--- config.mk ---
export PLATFORM = sky130hd
export DESIGN_NAME = exception_top
export DESIGN_NICKNAME = d
export VERILOG_FILES = /design/src/hdl/exception_pkg.sv /design/src/hdl/exception_intf.sv /design/src/hdl/cp0_regs.sv /design/src/hdl/exception.sv /design/src/hdl/exception_top.sv /design/src/hdl/hazard.sv /design/src/hdl/pc_select.sv
export SDC_FILE = /design/constraint.sdc
export NUM_CORES = 1
export LEC_CHECK = 0
export ABC_AREA = 1
export BUFFER_PORTS_ARGS = -buffer_cell sky130_fd_sc_hd__buf_2
export CAP_MARGIN = 30
export CORE_AREA = 2 2 191 193
export CTS_CLUSTER_SIZE = 14
export DETAILED_ROUTE_END_ITERATION = 6
export DIE_AREA = 0 0 193 195
export GPL_TIMING_DRIVEN = 0
export PLACE_DENSITY = 0.55
export SLEW_MARGIN = 20
export SYNTH_ARGS = -nofsm -noshare
export SYNTH_HDL_FRONTEND = slang
export SYNTH_HIERARCHICAL = 1
export SYNTH_SLANG_ARGS = --single-unit
--- constraint.sdc ---
create_clock -name clk -period 4.4 [get_ports clk]
set_clock_uncertainty 0.05 [all_clocks]
set_input_delay 0.22 -clock clk [delete_from_list [all_inputs] [get_ports clk]]
set_output_delay 0.22 -clock clk [all_outputs]
set_load 0.03 [all_outputs]
--- src/hdl/exception_pkg.sv ---
package exception_pkg;

    // one machine word
    typedef logic [31:0] word_t;

    // cause.exccode field
    typedef logic [4:0] exc_code_t;

    // mips exception codes in use
    // interrupts are outside this design so CODE_INT is never raised
    localparam exc_code_t CODE_INT  = 5'd0;
    localparam exc_code_t CODE_ADEL = 5'd4;
    localparam exc_code_t CODE_ADES = 5'd5;
    localparam exc_code_t CODE_SYS  = 5'd8;
    localparam exc_code_t CODE_BP   = 5'd9;
    localparam exc_code_t CODE_RI   = 5'd10;
    localparam exc_code_t CODE_OV   = 5'd12;

    // raw flags of the memory-stage instruction
    typedef struct packed {
        logic instr;    // fetch address error
        logic ri;       // reserved instruction
        logic of;       // arithmetic overflow
        logic sys;      // syscall
        logic bp;       // break
        logic load;     // load address error
        logic save;     // store address error
    } exception_info_t;

    // exception record handed to cp0
    typedef struct packed {
        logic      valid;
        exc_code_t code;
        word_t     location;
        word_t     pcplus8;
        logic      in_delay_slot;
        word_t     badvaddr;
    } exception_t;

    // status fields kept by this design
    // everything else in the register reads as zero
    typedef struct packed {
        logic       BEV;
        logic [7:0] IM;
        logic       ERL;
        logic       EXL;
        logic       IE;
    } cp0_status_t;

    // cp0 register number as seen by mfc0/mtc0
    typedef logic [4:0] cp0_addr_t;

    localparam cp0_addr_t CP0_BADVADDR = 5'd8;
    localparam cp0_addr_t CP0_STATUS   = 5'd12;
    localparam cp0_addr_t CP0_CAUSE    = 5'd13;
    localparam cp0_addr_t CP0_EPC      = 5'd14;

    // status bit positions inside the 32-bit word
    localparam int STATUS_BEV_BIT = 22;
    localparam int STATUS_IM_LSB  = 8;
    localparam int STATUS_ERL_BIT = 2;
    localparam int STATUS_EXL_BIT = 1;
    localparam int STATUS_IE_BIT  = 0;

    // cause bit positions
    localparam int CAUSE_BD_BIT  = 31;
    localparam int CAUSE_EXC_LSB = 2;

    // fixed vector without bev/offset selection
    localparam word_t EXC_ENTRY = 32'hBFC00380;

    // fetch address after reset
    localparam word_t RESET_PC = 32'hBFC00000;

endpackage

--- src/hdl/exception_intf.sv ---
`timescale 1ns/1ns

// memory-stage flags in, exception record out
interface exception_intf
    import exception_pkg::*;
(
    input logic clk
);
    exception_info_t exc_info;
    word_t           pcplus8;
    logic            in_delay_slot;
    word_t           badvaddr;
    exception_t      exception;

    modport excep(
        input  clk, exc_info, pcplus8, in_delay_slot, badvaddr,
        output exception
    );
    modport cp0(
        input exception
    );
endinterface

// everything the pc selector needs to pick a redirect
interface pcselect_intf
    import exception_pkg::*;
();
    logic  exception_valid;
    word_t pcexception;
    word_t epc;
    word_t redirect;    // target held across a stall

    modport exception(
        output exception_valid, pcexception
    );
    modport cp0(
        output epc
    );
    modport hazard(
        input  pcexception, epc,
        output redirect
    );
    modport pcselect(
        input exception_valid, pcexception, epc, redirect
    );
endinterface

// flush and pending-redirect control
interface hazard_intf;
    logic exception_valid;
    logic eret_valid;
    logic flush;
    logic hold_redirect;

    modport exception(
        output exception_valid
    );
    modport cp0(
        output eret_valid
    );
    modport hazard(
        input  exception_valid, eret_valid,
        output flush, hold_redirect
    );
    modport pcselect(
        input flush, hold_redirect
    );
endinterface

--- src/hdl/cp0_regs.sv ---
`timescale 1ns/1ns

module cp0_regs
    import exception_pkg::*;
(
    input  logic      clk,
    input  logic      reset,
    input  logic      eret,
    input  logic      cp0_we,
    input  cp0_addr_t cp0_addr,
    input  word_t     cp0_wdata,
    output word_t     cp0_rdata,
    exception_intf.cp0 excep,
    pcselect_intf.cp0 pcselect,
    hazard_intf.cp0 hazard
);
    cp0_status_t status;
    logic        cause_bd;
    exc_code_t   cause_exccode;
    word_t       epc;
    word_t       badvaddr;

    exception_t  exc;
    logic        eret_valid;
    logic        addr_error;
    word_t       epc_next;
    word_t       status_word;
    word_t       cause_word;

    assign exc = excep.exception;

    // eret only counts when no exception shares the cycle
    assign eret_valid = eret & ~exc.valid;

    // address errors also capture the faulting address
    assign addr_error = (exc.code == CODE_ADEL) || (exc.code == CODE_ADES);

    // victim pc or the branch pc in a delay slot
    assign epc_next = exc.in_delay_slot ? exc.pcplus8 - 32'd12
                                        : exc.pcplus8 - 32'd8;

    always_ff @(posedge clk) begin
        if (reset) begin
            status        <= '0;
            status.ERL    <= 1'b1;
            status.BEV    <= 1'b1;
            cause_bd      <= 1'b0;
            cause_exccode <= '0;
            epc           <= '0;
            badvaddr      <= '0;
        end else if (exc.valid) begin
            // stall does not hold back the cp0 update
            cause_exccode <= exc.code;
            // nested exception keeps the first epc
            if (!status.EXL) begin
                epc      <= epc_next;
                cause_bd <= exc.in_delay_slot;
            end
            status.EXL <= 1'b1;
            if (addr_error) begin
                badvaddr <= exc.badvaddr;
            end
        end else if (eret_valid) begin
            status.EXL <= 1'b0;
        end else if (cp0_we) begin
            // mtc0 leaves cause untouched
            case (cp0_addr)
                CP0_STATUS: begin
                    status.BEV <= cp0_wdata[STATUS_BEV_BIT];
                    status.IM  <= cp0_wdata[STATUS_IM_LSB +: 8];
                    status.ERL <= cp0_wdata[STATUS_ERL_BIT];
                    status.EXL <= cp0_wdata[STATUS_EXL_BIT];
                    status.IE  <= cp0_wdata[STATUS_IE_BIT];
                end
                CP0_EPC:      epc      <= cp0_wdata;
                CP0_BADVADDR: badvaddr <= cp0_wdata;
                default: ;
            endcase
        end
    end

    // pack kept fields back into architectural layout
    always_comb begin
        status_word                           = '0;
        status_word[STATUS_BEV_BIT]           = status.BEV;
        status_word[STATUS_IM_LSB +: 8]       = status.IM;
        status_word[STATUS_ERL_BIT]           = status.ERL;
        status_word[STATUS_EXL_BIT]           = status.EXL;
        status_word[STATUS_IE_BIT]            = status.IE;
    end

    always_comb begin
        cause_word                      = '0;
        cause_word[CAUSE_BD_BIT]        = cause_bd;
        cause_word[CAUSE_EXC_LSB +: 5]  = cause_exccode;
    end

    // mfc0 read port
    always_comb begin
        case (cp0_addr)
            CP0_BADVADDR: cp0_rdata = badvaddr;
            CP0_STATUS:   cp0_rdata = status_word;
            CP0_CAUSE:    cp0_rdata = cause_word;
            CP0_EPC:      cp0_rdata = epc;
            default:      cp0_rdata = '0;
        endcase
    end

    assign pcselect.epc      = epc;
    assign hazard.eret_valid = eret_valid;

    // epc frozen once exl is up unless software moves it
    a_epc_held_in_exl: assert property (
        @(posedge clk) disable iff (reset)
        status.EXL && !(cp0_we && cp0_addr == CP0_EPC) |=> $stable(epc)
    ) else $error("epc changed with exl set");

endmodule

--- src/hdl/exception.sv ---
`timescale 1ns/1ns

module exception
    import exception_pkg::*;
(
    input logic reset,
    exception_intf.excep self,
    pcselect_intf.exception pcselect,
    hazard_intf.exception hazard
);
    exception_info_t exc_info;
    logic            raw_valid;
    logic            exception_valid;
    exc_code_t       exccode;
    exception_t      exception;

    assign exc_info = self.exc_info;

    // fixed priority with the earliest pipeline cause first
    always_comb begin
        raw_valid = 1'b1;
        exccode   = '0;
        priority case (1'b1)
            exc_info.instr: exccode = CODE_ADEL;
            exc_info.ri:    exccode = CODE_RI;
            exc_info.of:    exccode = CODE_OV;
            exc_info.sys:   exccode = CODE_SYS;
            exc_info.bp:    exccode = CODE_BP;
            exc_info.load:  exccode = CODE_ADEL;
            exc_info.save:  exccode = CODE_ADES;
            default: begin
                raw_valid = 1'b0;
                exccode   = '0;
            end
        endcase
    end

    // nothing is taken while the core sits in reset
    assign exception_valid = raw_valid & ~reset;

    // record for cp0
    assign exception.valid         = exception_valid;
    assign exception.code          = exccode;
    assign exception.location      = EXC_ENTRY;
    assign exception.pcplus8       = self.pcplus8;
    assign exception.in_delay_slot = self.in_delay_slot;
    assign exception.badvaddr      = self.badvaddr;
    assign self.exception          = exception;

    // same strobe to fetch and hazard
    assign pcselect.exception_valid = exception_valid;
    assign pcselect.pcexception     = exception.location;
    assign hazard.exception_valid   = exception_valid;

    // all three consumers see one quiet strobe during reset
    a_no_exc_in_reset: assert property (
        @(posedge self.clk)
        reset |-> !self.exception.valid && !pcselect.exception_valid
                  && !hazard.exception_valid
    ) else $error("exception raised during reset");

endmodule

--- src/hdl/exception_top.sv ---
`timescale 1ns/1ns

module exception_top
    import exception_pkg::*;
(
    input  logic            clk,
    input  logic            reset,
    input  exception_info_t exc_info,
    input  word_t           pcplus8,
    input  logic            in_delay_slot,
    input  word_t           badvaddr,
    input  logic            eret,
    input  logic            branch_taken,
    input  word_t           branch_target,
    input  logic            stall,
    input  logic            cp0_we,
    input  cp0_addr_t       cp0_addr,
    input  word_t           cp0_wdata,
    output word_t           pc,
    output word_t           cp0_rdata,
    output logic            flush,
    output logic            exception_valid,
    output exc_code_t       exc_code
);
    exception_intf excep_if (.clk(clk));
    pcselect_intf  pcsel_if ();
    hazard_intf    hazard_if ();

    // memory-stage inputs onto the exception bus
    assign excep_if.exc_info      = exc_info;
    assign excep_if.pcplus8       = pcplus8;
    assign excep_if.in_delay_slot = in_delay_slot;
    assign excep_if.badvaddr      = badvaddr;

    exception i_exception (
        .reset    (reset),
        .self     (excep_if),
        .pcselect (pcsel_if),
        .hazard   (hazard_if)
    );

    cp0_regs i_cp0 (
        .clk       (clk),
        .reset     (reset),
        .eret      (eret),
        .cp0_we    (cp0_we),
        .cp0_addr  (cp0_addr),
        .cp0_wdata (cp0_wdata),
        .cp0_rdata (cp0_rdata),
        .excep     (excep_if),
        .pcselect  (pcsel_if),
        .hazard    (hazard_if)
    );

    hazard i_hazard (
        .clk      (clk),
        .reset    (reset),
        .stall    (stall),
        .self     (hazard_if),
        .pcselect (pcsel_if)
    );

    pc_select i_pc_select (
        .clk           (clk),
        .reset         (reset),
        .stall         (stall),
        .branch_taken  (branch_taken),
        .branch_target (branch_target),
        .pc            (pc),
        .self          (pcsel_if),
        .hazard        (hazard_if)
    );

    // status outputs straight from the record
    assign flush           = hazard_if.flush;
    assign exception_valid = excep_if.exception.valid;
    assign exc_code        = excep_if.exception.code;

endmodule

--- src/hdl/hazard.sv ---
`timescale 1ns/1ns

module hazard
    import exception_pkg::*;
(
    input logic clk,
    input logic reset,
    input logic stall,
    hazard_intf.hazard self,
    pcselect_intf.hazard pcselect
);
    logic  redirect_now;
    logic  hold_redirect;
    word_t redirect;

    // exception or eret both kill younger instructions
    assign redirect_now = self.exception_valid | self.eret_valid;
    assign self.flush   = redirect_now;

    // pending flag drops on the first unstalled edge
    always_ff @(posedge clk) begin
        if (reset) begin
            hold_redirect <= 1'b0;
        end else if (!stall) begin
            hold_redirect <= 1'b0;
        end else if (redirect_now) begin
            hold_redirect <= 1'b1;
        end
    end

    // target kind with epc as it stands at this edge
    always_ff @(posedge clk) begin
        if (stall && redirect_now) begin
            redirect <= self.exception_valid ? pcselect.pcexception : pcselect.epc;
        end
    end

    assign self.hold_redirect = hold_redirect;
    assign pcselect.redirect  = redirect;

    // held target is stable until absorbed or replaced
    a_held_kind_stable: assert property (
        @(posedge clk) disable iff (reset)
        hold_redirect && stall && !redirect_now |=> hold_redirect && $stable(redirect)
    ) else $error("held redirect lost during stall");

endmodule

--- src/hdl/pc_select.sv ---
`timescale 1ns/1ns

module pc_select
    import exception_pkg::*;
(
    input  logic  clk,
    input  logic  reset,
    input  logic  stall,
    input  logic  branch_taken,
    input  word_t branch_target,
    output word_t pc,
    pcselect_intf.pcselect self,
    hazard_intf.pcselect hazard
);
    word_t pc_next;

    // next fetch address, highest priority first
    always_comb begin
        if (hazard.hold_redirect) begin
            // redirect saved during a stall
            pc_next = self.redirect;
        end else if (self.exception_valid) begin
            pc_next = self.pcexception;
        end else if (hazard.flush) begin
            // flush without exception means eret
            pc_next = self.epc;
        end else if (branch_taken) begin
            pc_next = branch_target;
        end else begin
            pc_next = pc + 32'd4;
        end
    end

    // fetch pc frozen while stalled
    always_ff @(posedge clk) begin
        if (reset) begin
            pc <= RESET_PC;
        end else if (!stall) begin
            pc <= pc_next;
        end
    end

    a_pc_aligned: assert property (
        @(posedge clk) disable iff (reset)
        pc[1:0] == 2'b00
    ) else $error("fetch pc not word aligned");

endmodule
# [Word-level counts from Yosys, hierarchy flattened]
# Cells that the tools add are included.
[totals] reg_bits=147 output_inout_bits=71 wordCells=79
[op_classes] bitwise=8 mux=34 add_sub_neg=3 n_eq_ne=9 reduce_logical=13
[ops] cell="32-bit two-way mux" count=15
[ops] cell="32-bit one-hot mux with 4 select lines" count=1
[ops] cell="32-bit by 4-bit subtractor with 32-bit output (second input constant)" count=2
[ops] cell="32-bit by 3-bit adder with 32-bit output (second input constant)" count=1
[ops] cell="5-bit two-way mux" count=6
[ops] cell="5-bit by 4-bit == test with 1-bit output (second input constant)" count=4
[ops] cell="4-bit AND reduction" count=3
[ops] cell="5-bit by 3-bit == test with 1-bit output (second input constant)" count=2
[ops] cell="1-bit two-way mux" count=9
[ops] cell="2-bit nonzero test" count=3
[ops] cell="3-bit nonzero test" count=2
[ops] cell="1-bit NOT" count=5
[ops] cell="2-bit two-way mux" count=2
[ops] cell="2-bit inequality test (second input constant)" count=2
[ops] cell="2-bit AND reduction" count=2
[ops] cell="3-bit two-way mux" count=1
[ops] cell="1-bit bitwise AND" count=2
[ops] cell="2-bit by 1-bit inequality test with 1-bit output (second input constant)" count=1
[ops] cell="2-bit OR reduction" count=1
[ops] cell="1-bit logical AND" count=1
[ops] cell="1-bit logical OR" count=1
[ops] cell="1-bit bitwise OR" count=1

# [Logic depth before layout (Yosys ltp)]
[depth] depth_word=14 depth_mapped=19

# [Modules after synthesis]
# The synthesis kept the hierarchy.
[modules_own_cells] mod="cp0_regs" cells_per_inst=838 n_inst=1 seq_area_each_um2=1641.6 area_each_um2=4993.5
[modules_own_cells] mod="pc_select" cells_per_inst=473 n_inst=1 seq_area_each_um2=640.6 area_each_um2=2916.5
[modules_own_cells] mod="hazard" cells_per_inst=144 n_inst=1 seq_area_each_um2=980.9 area_each_um2=1600.3
[modules_own_cells] mod="exception" cells_per_inst=155 n_inst=1 seq_area_each_um2=0.0 area_each_um2=1091.0

# [Least setup slack after synthesis]
# No wires, ideal clock.
[synth_timing] path_type="in2reg" start="in exc_info[4] in the netlist's numbering" end="reg i_hazard.redirect[0] (netlist: i_hazard/pcselect.redirect[0]) (enable)" stages=11 setup_ns=0.421 n_path_buf=4 t_required_ns=3.929 t_arrival_ns=2.730 path_slack_ns=1.199 cell_sequence="nor2_2 nand2_1 nor2_1 nor2_1 buf_4 buf_2 buf_2 buf_2 nor2_1 nor2_1 nor2_1"
[synth_between] elab_chain_len=8
[synth_rtl] item="from (decl)" line_no="exception_top.sv:8" text="input exception_info_t exc_info,"
[synth_rtl] item="1-bit two-way mux (3 in a row)" line_no="exception.sv:23" text="priority case (1'b1)"
[synth_rtl] item="1-bit bitwise AND" line_no="exception.sv:39" text="assign exception_valid = raw_valid & ~reset;"
[synth_rtl] item="named net hazard_if.exception_valid" line_no="exception_intf.sv:50" text="logic exception_valid;"
[synth_rtl] item="1-bit NOT (no line)"
[synth_rtl] item="1-bit bitwise AND" line_no="cp0_regs.sv:33" text="assign eret_valid = eret & ~exc.valid;"
[synth_rtl] item="named net hazard_if.eret_valid" line_no="exception_intf.sv:51" text="logic eret_valid;"
[synth_rtl] item="1-bit bitwise OR" line_no="hazard.sv:17" text="assign redirect_now = self.exception_valid | self.eret_valid;"
[synth_rtl] item="1-bit logical AND" line_no="hazard.sv:33" text="if (stall && redirect_now) begin"
[synth_rtl] item="to (signal assigned)" line_no="hazard.sv:34" text="redirect <= self.exception_valid ? pcselect.pcexception : pcselect.epc;"
[synth_rtl] item="to (decl)" line_no="hazard.sv:14" text="word_t redirect;"
# The timed path passes the listed nets, and every way through them passes these cells.
# A chain may end at the register's enable or synchronous reset.

# [Worst setup path after layout]
[layout_timing] start="in exc_info[6] in the netlist's numbering" end="reg i_pc_select.pc[10]"
[layout_between] elab_chain_len=8
[layout_rtl] item="1-bit two-way mux" line_no="exception.sv:23"
[layout_rtl] item="1-bit bitwise AND" line_no="exception.sv:39"
[layout_rtl] item="named net hazard_if.exception_valid" line_no="exception_intf.sv:50"
[layout_rtl] item="1-bit NOT (no line)"
[layout_rtl] item="1-bit bitwise AND" line_no="cp0_regs.sv:33"
[layout_rtl] item="named net hazard_if.eret_valid" line_no="exception_intf.sv:51"
[layout_rtl] item="1-bit bitwise OR" line_no="hazard.sv:17"
[layout_rtl] item="32-bit two-way mux" line_no="pc_select.sv:24" text="end else if (hazard.flush) begin"
[layout_rtl] item="32-bit two-way mux" line_no="pc_select.sv:22" text="end else if (self.exception_valid) begin"
[layout_rtl] item="32-bit two-way mux" line_no="pc_select.sv:19" text="if (hazard.hold_redirect) begin"
[layout_rtl] item="to (signal assigned)" line_no="pc_select.sv:39" text="pc <= pc_next;"
[layout_rtl] item="to (decl)" line_no="pc_select.sv:11" text="output word_t pc,"
# The timed path passes the listed nets, and every way through them passes these cells.

==> results_dict.tcl <==
set metrics [dict create \
    status "finished with violations" \
    r2r_end "i_pc_select/pc[24]$_SDFFE_PP1N_" \
    swShare_pct 33.5 \
    syn_area_sq_mm 0.0104 \
    post-route-period-util_pct 78.5 \
    syn_inst 1578 \
    slew_headroom_pct 54.8 \
    drv_slew 0 \
    critPathLaunch "exc_info[6]" \
    r2r.worst_path.cells 10 \
    drc_errors 2 \
    reg2reg_from "i_pc_select/pc[3]$_SDFFE_PP0N_" \
    clk_pin_slew_ns 0.07 \
    firstDrtPassIters 7 \
    setup_violations 0 \
    grt_start_max_net_pins 19 \
    clockBufferDepth 2 \
    first_global_vias 10400 \
    numCtsBuffers 17 \
    num_rows 69 \
    worst_slew_pin_slew_ns 0.678 \
    n_antenna_cell 0 \
    clk_latency_ns 0.43 \
    endpoint "i_pc_select/pc[10]$_SDFFE_PP0N_" \
    cts_tree "built" \
    post_drt_wl_per_cell_microns 18.9 \
    drive_gt1_share_pct 21.6 \
    initial_core_util_pct 29.3 \
    min_path_type "in -> reg" \
    top_level_ports 218 \
    gp_congestion 0.919 \
    start_kind "input port" \
    numPortBuffers 151 \
    path_cells "buf_2 -> inv_1 -> nand2_1 -> nor2_1 -> nor2_1 -> buf_4 -> buf_2 -> buf_2 -> buf_2 -> nor2_1 -> nor2_1 -> inv_1 -> buf_2 -> nor2_2 -> inv_1 -> o21ai_0 -> nand2_1 -> a21oi_1" \
    avgSynthCellArea_sq_um 6.57 \
    cp_common_cell "buf_2" \
    crit_fanout 10 \
    crit_slowest_cell "nor2_1" \
    path_class "in -> reg" \
    areaGrowthSynthToFinish_pct 20.3 \
    yosys_warnings 6 \
    power_frac_comb_pct 20.7 \
    dieWidth_microns 193 \
    die-area_sq_mm 0.0376 \
    fin_area_sq_mm 0.0125 \
    vdd_drop_max_v 0.000253 \
    multi_input_comb_area_sq_mm 0.00554 \
    cp-end-kind "register" \
    reg2reg_slack_ns 2.39 \
    die_y_microns 195 \
    rsz0062_at_grt "false" \
    cap_violations 0 \
    htree_levels 4 \
    required_ns 4.71 \
    fillers 3936 \
    power_frac_clock_pct 38.6 \
    seqPwrFrac_pct 40.7 \
    power_density_mw_per_mm2 312 \
    gr-total-overflow 0 \
    routed_wl_microns 42600 \
    hold_viol 0 \
    core_area_sq_mm 0.0354 \
    cpPeakStageDelay_ns 0.37 \
    hold_depth 3 \
    placed_area_sq_mm 0.0118 \
    grt_pass1_wl_microns 62300 \
    dpl.hpwl_microns 34000 \
    fin_util_pct 35.2 \
    ant_nets 0 \
    final_nets 1933 \
    seq_area_sq_mm 0.00326 \
    power.leakage_nw 5.64 \
    vias 11200 \
    post-route-min-period_ns 3.45 \
    initialDrtViolationCount 1130 \
    antenna_found_initial 0 \
    p_int_mw 2.58 \
    track_usage_pct 22.1 \
    fmax_mhz 289 \
    p_sw_mw 1.30 \
    via_per_inst 4.97 \
    worstPathArrival_ns 3.76 \
    violations "DRC" \
    cts.root.buffer_cell "clkbuf_16" \
    cts_sinks 147 \
]
state kept, by name, indices dropped and copies added (netlist names):
| signal | cells |
|---|---|
| i_pc_select/pc | 32 |
| i_hazard/self.hold_redirect | 1 |
| i_cp0/badvaddr | 32 |
| i_cp0/cause_bd | 1 |
| i_hazard/pcselect.redirect | 32 |
| i_cp0/cause_exccode | 5 |
| i_cp0/pcselect.epc | 32 |
| i_cp0/status | 12 |
layout by cell type (no fill, tap or decap), drive strengths merged, types with 11 or more instances in the layout:
cell and n:
inv 136, dfxtp 115, a22o 15, nor2 195
conb 33, a21oi 110, a221oi 22, clkbuf 59
nand4 17, edfxtp 32, nand2 437, o22ai 11
o21ai 150, buf 290, nand3 103
critical path, delay by kind of cell:
family | cells | cell delay, ns
AND/OR/NAND/NOR | 7 | 1.33
buffers and inverters | 9 | 1.75
AO/OA/AOI/OAI | 2 | 0.43
through the flow:
| stage | hold WS [ns] | total power [mW] | setup slack (ns) | cells | setup TNS (ns) |
|---|---|---|---|---|---|
| after floorplan | 0.239 | 2.10 | 1.20 | 1609 | 0 |
| final | 0.0158 | 3.88 | 0.946 | 2256 | 0 |
| after detailed placement | 0.400 | 2.40 | 0.519 | 2222 | 0 |
| after global placement | 0.400 | 2.39 | -0.277 | 2221 | -8.81 |
| after global routing | 0.0162 | 4.04 | 0.687 | 2256 | 0 |
| after CTS | 0.00407 | 3.89 | 0.954 | 2256 | 0 |
layer usage:
metal  vias to the layer above  share of wire, %  global-route usage, %
met5                         -                 0                      0
met4                         0               2.8                   6.85
met3                        52               7.9                   3.22
met2                       505                45                   35.3
met1                      5165                44                   30.5
li1                       5499                 -                      -
power groups by stage:
stage | Sequential, mW | Combinational [mW] | Clock [mW]
3_5_place_dp | 1.61 | 0.791 | 0
6_report | 1.58 | 0.805 | 1.50
3_3_place_gp | 1.61 | 0.781 | 0
2_1_floorplan | 1.60 | 0.494 | 0
4_1_cts | 1.58 | 0.796 | 1.52
5_1_grt | 1.59 | 0.881 | 1.57
worst min path at each step:
stage	endpoint	start
final	i_cp0/status[0]$_SDFFE_PP0P_	cp0_wdata[0]
after global routing	i_cp0/status[11]$_SDFFE_PP1P_	cp0_wdata[22]
after CTS	i_cp0/status[11]$_SDFFE_PP1P_	cp0_wdata[22]
after detailed placement	i_cp0/status[2]$_SDFFE_PP1P_	cp0_wdata[2]
after global placement	i_cp0/cause_exccode[2]$_SDFFE_PP0P_	i_cp0/cause_exccode[2]$_SDFFE_PP0P_
after floorplan	i_cp0/cause_exccode[2]$_SDFFE_PP0P_	reset
layout make-up:
cell class / count / area share, %
multi-input cells: 1156 / 44.4
flip-flops and latches: 147 / 26.2
plain buffers: 179 / 9.68
repair buffers: 154 / 6.44
well taps: 461 / 4.63
inverters: 127 / 3.82
clock buffers: 19 / 3.81
clock inverters: 13 / 1.02
what timing repair did:
| item | 4_1_cts | 5_1_grt |
|---|---|---|
| endpoints found under the hold margin | 2 | 0 |
| buffers inserted | 0 | 0 |
| hold buffers | 2 | 0 |
| resized for setup | 0 | 0 |
Note: power is estimated with default switching activity, not from simulation.
